<file path="src/isaPkg.sv">
`default_nettype none

package isaPkg;

  ////////////////////////////////////////////////////////////
  // Widths with a meaning
  ////////////////////////////////////////////////////////////
  localparam int wordW   = 16;              // Register, immediate and PC width
  localparam int irW     = 32;              // Instruction word
  localparam int opW     = 8;               // Opcode field
  localparam int numRegs = 8;               // Scalar file R0..R7
  localparam int regIdxW = $clog2(numRegs);

  typedef logic [wordW-1:0]   wordT;
  typedef logic [irW-1:0]     irT;
  typedef logic [regIdxW-1:0] regIdxT;
  typedef logic [2:0]         condT;        // {negative, zero, positive}

  ////////////////////////////////////////////////////////////
  // Instruction field positions
  ////////////////////////////////////////////////////////////
  // Register fields are four bits wide in the encoding,
  // only the low regIdxW bits select a register
  localparam int opLo   = 24;               // 31:24
  localparam int destLo = 20;               // 23:20
  localparam int src1Lo = 16;               // 19:16
  localparam int src2Lo = 8;                // 11:8
  localparam int immLo  = 0;                // 15:0, already full width

  localparam regIdxT linkReg = regIdxT'(7); // Return address of JSR and JSRR

  // One-hot condition codes
  localparam condT ccNeg  = 3'b100;
  localparam condT ccZero = 3'b010;
  localparam condT ccPos  = 3'b001;

  ////////////////////////////////////////////////////////////
  // Opcodes
  ////////////////////////////////////////////////////////////
  typedef enum logic [opW-1:0] {
    ADD   = 8'h00,
    ADDI  = 8'h01,
    AND   = 8'h02,
    ANDI  = 8'h03,
    MOV   = 8'h08,                          // Reads src2 field, writes src1 field
    MOVI  = 8'h09,                          // Writes src1 field
    LDW   = 8'h10,
    STW   = 8'h11,                          // Dest field holds the store data register
    BRN   = 8'h20,
    BRZ   = 8'h21,
    BRP   = 8'h22,
    BRNZ  = 8'h23,
    BRNP  = 8'h24,
    BRZP  = 8'h25,
    BRNZP = 8'h26,
    JMP   = 8'h28,
    JSR   = 8'h29,
    JSRR  = 8'h2A,
    NOP   = 8'hFF                           // Also stands in for any unknown code
  } opcodeE;

endpackage

`default_nettype wire

</file>
<file path="src/pipePkg.sv">
`default_nettype none

package pipePkg;

  import isaPkg::*;

  ////////////////////////////////////////////////////////////
  // Stage boundary bundles
  ////////////////////////////////////////////////////////////
  typedef struct packed {
    logic   valid;             // Fetch offers an instruction
    wordT   pc;
    irT     ir;
  } fetchT;

  typedef struct packed {
    logic   enable;            // Result returning this cycle
    regIdxT regIdx;
    wordT   data;
  } writeBackT;

  typedef struct packed {
    logic   valid;
    wordT   pc;
    opcodeE opcode;
    wordT   src1Value;
    wordT   src2Value;
    wordT   storeValue;        // STW data, read through the dest field
    regIdxT destRegIdx;
    wordT   imm;
    logic   branchTaken;
  } issueT;

  ////////////////////////////////////////////////////////////
  // Decoder output, shared inside the stage
  ////////////////////////////////////////////////////////////
  typedef struct packed {
    opcodeE opcode;            // Unknown codes already folded to NOP
    regIdxT src1Idx;
    regIdxT src2Idx;
    regIdxT destIdx;           // Src1 field for MOV and MOVI
    logic   usesSrc1;
    logic   usesSrc2;
    logic   writesDest;
    logic   isCondBranch;      // BRN .. BRNZP
    logic   isControl;         // Any branch or jump
    logic   isLink;            // JSR, JSRR
    condT   branchMask;
  } decodedT;

endpackage

`default_nettype wire

</file>
<file path="src/instrDecoder.sv">
`default_nettype none
`timescale 1ns/10ps

module instrDecoder
  import isaPkg::*, pipePkg::*;
(
  input  irT      ir,
  output decodedT decoded
);

  logic [opW-1:0] opField;
  regIdxT         destField;
  regIdxT         src1Field;
  regIdxT         src2Field;
  opcodeE         opcode;
  condT           branchMask;             // Taken flags per branch flavour

  // Raw fields, low bits of each register field only
  assign opField   = ir[opLo +: opW];
  assign destField = ir[destLo +: regIdxW];
  assign src1Field = ir[src1Lo +: regIdxW];
  assign src2Field = ir[src2Lo +: regIdxW];

  ////////////////////////////////////////////////////////////
  // Opcode legalisation
  ////////////////////////////////////////////////////////////
  always_comb begin
    case (opField)
      ADD, ADDI, AND, ANDI, MOV, MOVI, LDW, STW,
      BRN, BRZ, BRP, BRNZ, BRNP, BRZP, BRNZP,
      JMP, JSR, JSRR: opcode = opcodeE'(opField);
      default:        opcode = NOP;               // Unknown behaves as NOP
    endcase
  end

  ////////////////////////////////////////////////////////////
  // Operand use and control class
  ////////////////////////////////////////////////////////////
  always_comb begin
    decoded              = '0;
    decoded.opcode       = opcode;
    decoded.src1Idx      = src1Field;
    decoded.src2Idx      = src2Field;
    decoded.destIdx      = destField;
    decoded.branchMask   = branchMask;
    case (opcode)
      ADD, AND: begin
        decoded.usesSrc1   = 1'b1;
        decoded.usesSrc2   = 1'b1;
        decoded.writesDest = 1'b1;
      end
      ADDI, ANDI, LDW: begin                      // One register source plus imm
        decoded.usesSrc1   = 1'b1;
        decoded.writesDest = 1'b1;
      end
      MOV: begin
        decoded.usesSrc2   = 1'b1;
        decoded.writesDest = 1'b1;
        decoded.destIdx    = src1Field;           // Result lands in the src1 field
      end
      MOVI: begin
        decoded.writesDest = 1'b1;
        decoded.destIdx    = src1Field;
      end
      // Base address only here, store data via destIdx
      STW:   decoded.usesSrc1 = 1'b1;
      BRN, BRZ, BRP, BRNZ, BRNP, BRZP, BRNZP: begin
        decoded.isCondBranch = 1'b1;
        decoded.isControl    = 1'b1;
      end
      JMP: begin
        decoded.usesSrc1  = 1'b1;                 // Target register
        decoded.isControl = 1'b1;
      end
      JSR: begin
        decoded.isControl = 1'b1;
        decoded.isLink    = 1'b1;
      end
      JSRR: begin
        decoded.usesSrc1  = 1'b1;
        decoded.isControl = 1'b1;
        decoded.isLink    = 1'b1;
      end
      default: ;                                  // NOP uses nothing
    endcase
  end

  // Condition mask per branch flavour
  always_comb begin
    case (opcode)
      BRN:     branchMask = ccNeg;
      BRZ:     branchMask = ccZero;
      BRP:     branchMask = ccPos;
      BRNZ:    branchMask = ccNeg | ccZero;
      BRNP:    branchMask = ccNeg | ccPos;
      BRZP:    branchMask = ccZero | ccPos;
      BRNZP:   branchMask = ccNeg | ccZero | ccPos;
      default: branchMask = '0;
    endcase
  end

endmodule

`default_nettype wire

</file>
<file path="src/registerFile.sv">
`default_nettype none
`timescale 1ns/10ps

module registerFile
  import isaPkg::*, pipePkg::*;
(
  input  logic      I_CLOCK,
  input  logic      rst,
  input  writeBackT writeBack,
  input  logic      linkEnable,   // JSR / JSRR accepted this cycle
  input  wordT      linkData,     // PC of the linking instruction
  input  regIdxT    rdIdxA,       // First source
  input  regIdxT    rdIdxB,       // Second source
  input  regIdxT    rdIdxC,       // Store data
  output wordT      rdDataA,
  output wordT      rdDataB,
  output wordT      rdDataC
);

  wordT regs [numRegs];

  ////////////////////////////////////////////////////////////
  // Write side
  ////////////////////////////////////////////////////////////
  always_ff @(posedge I_CLOCK) begin
    if (rst) begin
      for (int i = 0; i < numRegs; i++) begin
        regs[i] <= '0;
      end
    end else begin
      if (writeBack.enable) begin
        regs[writeBack.regIdx] <= writeBack.data;
      end
      // Comes last so a link beats a writeback to R7
      if (linkEnable) begin
        regs[linkReg] <= linkData;
      end
    end
  end

  ////////////////////////////////////////////////////////////
  // Read side with write-through
  ////////////////////////////////////////////////////////////
  function automatic wordT readPort(regIdxT idx, wordT stored, writeBackT wb);
    if (wb.enable && (wb.regIdx == idx)) begin
      return wb.data;                     // Same-cycle writeback forwarded
    end
    return stored;
  endfunction

  assign rdDataA = readPort(rdIdxA, regs[rdIdxA], writeBack);
  assign rdDataB = readPort(rdIdxB, regs[rdIdxB], writeBack);
  assign rdDataC = readPort(rdIdxC, regs[rdIdxC], writeBack);

endmodule

`default_nettype wire

</file>
<file path="src/scoreboard.sv">
`default_nettype none
`timescale 1ns/10ps

module scoreboard
  import isaPkg::*, pipePkg::*;
(
  input  logic      I_CLOCK,
  input  logic      rst,
  input  decodedT   decoded,
  input  logic      accept,      // Instruction leaves decode this cycle
  input  writeBackT writeBack,
  output logic      hazard,      // Some used source still in flight
  output logic      anyBusy      // At least one writer outstanding
);

  logic [numRegs-1:0] busy;      // One bit per scalar register
  logic               usesStore;

  ////////////////////////////////////////////////////////////
  // Busy bits
  ////////////////////////////////////////////////////////////
  always_ff @(posedge I_CLOCK) begin
    if (rst) begin
      busy <= '0;
    end else begin
      if (writeBack.enable) begin
        busy[writeBack.regIdx] <= 1'b0;     // Result has arrived
      end
      if (accept && decoded.writesDest) begin
        busy[decoded.destIdx] <= 1'b1;      // Set wins over a same-cycle clear
      end
    end
  end

  ////////////////////////////////////////////////////////////
  // Source check
  ////////////////////////////////////////////////////////////
  // Busy and not rescued by this cycle's writeback
  function automatic logic blocked(regIdxT idx, logic [numRegs-1:0] busyVec,
                                   writeBackT wb);
    logic bypass;
    bypass = wb.enable && (wb.regIdx == idx);
    return busyVec[idx] && !bypass;
  endfunction

  // STW also reads its dest field as store data
  assign usesStore = (decoded.opcode == STW);

  assign hazard = (decoded.usesSrc1 && blocked(decoded.src1Idx, busy, writeBack))
               || (decoded.usesSrc2 && blocked(decoded.src2Idx, busy, writeBack))
               || (usesStore        && blocked(decoded.destIdx, busy, writeBack));

  assign anyBusy = |busy;

endmodule

`default_nettype wire

</file>
<file path="src/branchUnit.sv">
`default_nettype none
`timescale 1ns/10ps

module branchUnit
  import isaPkg::*, pipePkg::*;
(
  input  logic      I_CLOCK,
  input  logic      rst,
  input  decodedT   decoded,
  input  writeBackT writeBack,
  input  logic      anyBusy,
  output logic      branchReady,  // No writer in flight
  output logic      branchTaken
);

  condT cc;                       // Follows the last writeback

  ////////////////////////////////////////////////////////////
  // Condition-code register
  ////////////////////////////////////////////////////////////
  always_ff @(posedge I_CLOCK) begin
    if (rst) begin
      cc <= ccZero;
    end else if (writeBack.enable) begin
      if (writeBack.data[wordW-1]) begin
        cc <= ccNeg;              // Sign bit set
      end else if (writeBack.data == '0) begin
        cc <= ccZero;
      end else begin
        cc <= ccPos;
      end
    end
  end

  ////////////////////////////////////////////////////////////
  // Readiness and decision
  ////////////////////////////////////////////////////////////
  // Pending results may still move cc, so wait them all out.
  // A writeback in this very cycle is not counted as done.
  assign branchReady = !anyBusy;

  always_comb begin
    if (decoded.isCondBranch) begin
      branchTaken = |(decoded.branchMask & cc);  // BRNZP mask is all ones
    end else if (decoded.isControl) begin
      branchTaken = 1'b1;                        // JMP, JSR, JSRR
    end else begin
      branchTaken = 1'b0;
    end
  end

endmodule

`default_nettype wire

</file>
<file path="src/decodeStage.sv">
`default_nettype none
`timescale 1ns/10ps

module decodeStage
  import isaPkg::*, pipePkg::*;
(
  input  logic      I_CLOCK,
  input  logic      rst,
  input  fetchT     fetch,
  input  writeBackT writeBack,
  output issueT     issue,
  output logic      depStall,     // Hold fetch, combinational
  output logic      branchStall   // Registered, aligned with issue
);

  decodedT dec;
  logic    hazard;
  logic    anyBusy;
  logic    branchReady;
  logic    branchTaken;
  logic    accept;
  logic    linkEnable;
  wordT    linkData;
  wordT    src1Value;
  wordT    src2Value;
  wordT    storeValue;

  ////////////////////////////////////////////////////////////
  // Blocks
  ////////////////////////////////////////////////////////////
  instrDecoder uDecoder (
    .ir      (fetch.ir),
    .decoded (dec)
  );

  registerFile uRegFile (
    .I_CLOCK    (I_CLOCK),
    .rst        (rst),
    .writeBack  (writeBack),
    .linkEnable (linkEnable),
    .linkData   (linkData),
    .rdIdxA     (dec.src1Idx),
    .rdIdxB     (dec.src2Idx),
    .rdIdxC     (dec.destIdx),  // Store data for STW
    .rdDataA    (src1Value),
    .rdDataB    (src2Value),
    .rdDataC    (storeValue)
  );

  scoreboard uScoreboard (
    .I_CLOCK   (I_CLOCK),
    .rst       (rst),
    .decoded   (dec),
    .accept    (accept),
    .writeBack (writeBack),
    .hazard    (hazard),
    .anyBusy   (anyBusy)
  );

  branchUnit uBranch (
    .I_CLOCK     (I_CLOCK),
    .rst         (rst),
    .decoded     (dec),
    .writeBack   (writeBack),
    .anyBusy     (anyBusy),
    .branchReady (branchReady),
    .branchTaken (branchTaken)
  );

  ////////////////////////////////////////////////////////////
  // Stall and accept
  ////////////////////////////////////////////////////////////
  assign depStall   = fetch.valid && (hazard || (dec.isCondBranch && !branchReady));
  assign accept     = fetch.valid && !depStall;
  assign linkEnable = accept && dec.isLink;       // R7 gets the return PC
  assign linkData   = fetch.pc;

  ////////////////////////////////////////////////////////////
  // Issue register
  ////////////////////////////////////////////////////////////
  always_ff @(posedge I_CLOCK) begin
    if (rst) begin
      issue.valid <= 1'b0;
      branchStall <= 1'b0;
    end else begin
      issue.valid <= accept;                      // Bubble when nothing accepted
      branchStall <= accept && dec.isControl;
    end
    if (accept) begin                             // Payload only, no reset
      issue.pc          <= fetch.pc;
      issue.opcode      <= dec.opcode;
      issue.src1Value   <= src1Value;
      issue.src2Value   <= src2Value;
      issue.storeValue  <= storeValue;
      issue.destRegIdx  <= dec.destIdx;
      issue.imm         <= fetch.ir[immLo +: wordW];
      issue.branchTaken <= branchTaken;
    end
  end

endmodule

`default_nettype wire

</file>
<file path="config.mk">
export PLATFORM = sky130hd
export DESIGN_NAME = decodeStage
export DESIGN_NICKNAME = d
export VERILOG_FILES = /design/src/isaPkg.sv /design/src/pipePkg.sv /design/src/instrDecoder.sv /design/src/registerFile.sv /design/src/scoreboard.sv /design/src/branchUnit.sv /design/src/decodeStage.sv
export SDC_FILE = /design/constraint.sdc
export NUM_CORES = 1
export LEC_CHECK = 0
export BUFFER_PORTS_ARGS = -buffer_cell sky130_fd_sc_hd__buf_4
export CORE_UTILIZATION = 45
export CTS_CLUSTER_SIZE = 12
export DETAILED_ROUTE_END_ITERATION = 12
export PLACE_DENSITY = 0.64
export SLEW_MARGIN = 20
export SYNTH_ARGS = -nofsm -noshare
export SYNTH_HDL_FRONTEND = slang
export SYNTH_SLANG_ARGS = --single-unit
</file>
<file path="constraint.sdc">
create_clock -name I_CLOCK -period 26.1 [get_ports I_CLOCK]
set_input_delay 3.915 -clock I_CLOCK [delete_from_list [all_inputs] [get_ports I_CLOCK]]
set_output_delay 3.915 -clock I_CLOCK [all_outputs]
set_load 0.02 [all_outputs]
</file>
==> run summary <==
Status -> completed
Crit path time final -> 11.00 ns
Via count -> 9,631
Hold Slack -> 0.491 ns
#FFs+latches synth -> 233
P_leak -> 5.51 nW
Worst-Skew Late Latency -> 0.55 ns
Residual overflow from global routing -> 0
Critical path endpoint category -> primary output
First-pass detailed-route iteration total -> 5
I/O pin total -> 166
Die Wd -> 171 microns
Startpoint types -> input port
Layout area overhead -> 19.1%
Count of input and output buffers -> 163
Worst slew pin tran -> 1.12 ns
Largest net degree at the start of global routing -> 55
Total global-route track usage -> 27.6%
Post-CTS Setup Bufs -> 0
Yosys top cell area share -> 51.5%
Drt drc -> 0
Main area contributors after synthesis -> edfxtp_1 52%, mux4_2 12%, mux2i_1 5.9%, and2_1 5.6%, dfxtp_1 2.0%
F_max -> 0.0909 GHz
R2R setup slack -> 22.42 ns
Non-Filler Instances -> 1,550
Final-stage net count -> 1,225
Die area -> 0.0292 sq mm
RSZ-0062 raised after global routing -> false
Post-DP Area -> 0.0144 sq mm
Syn_area_per_cell -> 12.5 sq um
Syn_nets -> 1,097
Vias in the first global route -> 9,310
HP Class -> flip-flop to flip-flop
Routed Antenna Nets -> 0
Initial antenna violation count -> 0
Critical Path Max Stage Delay -> 0.55 ns
Register area share after synthesis -> 53.6%
First-pass GRT wire length -> 58,200 microns
Largest area contributor in the netlist -> edfxtp_1
Slowest-stage cell, CP -> clkinv_1
Critical Path Fanout Max -> 15
Setup violators final -> 0
Asr flop ratio synth -> 0%
CTS tree -> built
Clock-pin slew on the worst setup and hold paths -> 0.05 ns
Post-cts resize count -> 0
WP data arrival -> 7.08 ns
Final hold violations -> 0
Max-slew violations -> 0
Crit path required time -> 22.18 ns
Core area -> 0.0279 sq mm
Finished Cell Area -> 0.0153 sq mm
Clock buffer depth -> 3
Max rail drop VDD -> 0.0607 mV
Post-synth EDFFs -> 220
Max cap viols -> 0
Setup_tns -> 0 ns
CTS Buf Count -> 28
Via-to-Cell Ratio -> 6.21
Max-slew headroom -> 25.3%
Cts hold-fix bufs -> 0
Ys flop type -> edfxtp_1
Share of cells above drive strength 1 -> 27.4%
Std-Cell Rows -> 61
Family with the most delay on the worst path -> buffers and inverters
H-Tree Level Count -> 1
CP cell instances -> buf_4 -> nor4_2 -> buf_4 -> nand2_1 -> a21oi_1 -> buf_4 -> clkinv_1 -> a21oi_1 -> a31oi_1 -> a21oi_1 -> buf_4
Most frequent CP cell -> buf_4
Critical path type -> input port to primary output
Clk Tree Root Cell -> clkbuf_16
PwrDens -> 63.7 mW/mm^2
Cells after synthesis -> 1,026
Period utilisation layout -> 42.1%
# diodes -> 0
Clk sinks -> 233
Placed Instances -> 1,502
WL final -> 40,100 microns
Cell variety after synth -> 69
Wire per inst -> 25.9 microns
Synthesized cell area -> 0.0128 sq mm
Die Ht -> 171 microns
Gpl congestion -> 0.869
Initial Utilization -> 45.9%
Worst Skew -> 0.0231 ns
CP bufs+invs -> 5
Post-DP HPWL -> 25,200 microns
Synth warn -> 0
Initial DRC Count -> 1,065
==> flip-flops by register name, summed over array words and instances, names as in the netlist <==
name	count
uBranch.cc	3
issue	93
uScoreboard.busy	8
uRegFile.regs	128
branchStall	1
==> worst reg2reg max path, stage by stage (launching register included) <==
cell,delay (ns)
dfxtp_1,0.35
mux4_2,0.46
nor2b_1,0.14
o211a_1,0.28
a311o_1,0.44
nor4_4,0.27
buf_4,0.42
or3_1,0.90
==> cell families after synthesis <==
| logic type | share of synthesized area [%] |
|---|---|
| AO/OA/AOI/OAI | 10.1 |
| XOR/XNOR | 0.752 |
| buffers and inverters | 3.25 |
| flip-flops | 53.6 |
| multiplexers | 17.6 |
| AND/OR/NAND/NOR | 14.7 |
==> final timing paths <==
check                      startpoint                  end  depth (start not counted)
setup / recovery            fetch[25]             depStall                         11
hold / removal          uBranch.cc[0]        uBranch.cc[0]                          2
setup reg to reg  uScoreboard.busy[6]  uRegFile.regs[7][8]                          7
hold reg to reg         uBranch.cc[0]        uBranch.cc[0]                          2
==> layer usage <==
metal / GRT usage [%] / up-vias / wire length [microns]
met1: 36.3 / 4648 / 15600
li1: - / 4210 / -
met4: 13.6 / 0 / 1830
met5: 0 / - / 0
met2: 42.7 / 655 / 18100
met3: 6.57 / 118 / 4530
==> metrics by stage <==
| step | total power [mW] | utilization [%] | worst slack, ns |
|---|---|---|---|
| final | 0.972 | 54.6 | 15.10 |
| after global routing | 1.00 | 54.6 | 14.97 |
| after floorplan | 0.547 | - | 12.64 |
| after global placement | 0.605 | 51.5 | 15.18 |
| after CTS | 0.975 | 54.6 | 15.20 |
| after detailed placement | 0.607 | 51.5 | 15.22 |
==> placed cells by master, fill, tap and decap left out, drive strengths merged, types with 5 or more instances in the layout <==
master,n
clkinv,11
o22a,6
and2,115
a222oi,13
a31oi,10
nand4,8
mux4,66
o31ai,9
clkbuf,36
nor3b,5
dfxtp,13
inv,15
nor2,52
nor2b,11
nor3,15
o21a,5
a21oi,44
nor4,11
or2,11
a211oi,8
a22oi,18
nand3,18
mux2i,76
buf,186
nand2b,22
edfxtp,220
xnor2,10
o21ai,41
nand2,63
==> synthesized netlist by cell type (15+ instances only) <==
library cell and n:
and2_1 115, edfxtp_1 220, clkbuf_1 67, nor2_1 52, mux2i_1 76, nand3_1 18
mux4_2 66, nand2_1 63, nor3_1 15, a22oi_1 18, o21ai_0 40, nand2b_1 22
a21oi_1 44
==> power by group <==
part           internal, mW  total (mW)  switching (mW)  leakage (nW)
combinational        0.0611       0.148          0.0866          2.87
sequential            0.440       0.454          0.0144          2.22
clock                 0.220       0.370           0.150         0.418
==> area by class of cell <==
cell class                 count  area (sq um)
clock inverter                12           106
inverter                      17          63.8
tap                          378           473
multi-input combinational    688          5600
clock buffer                  36           752
fill                        2388         12700
sequential                   233          6870
timing repair buffer         186          1400
No activity file was read; power rests on OpenSTA's default activity.
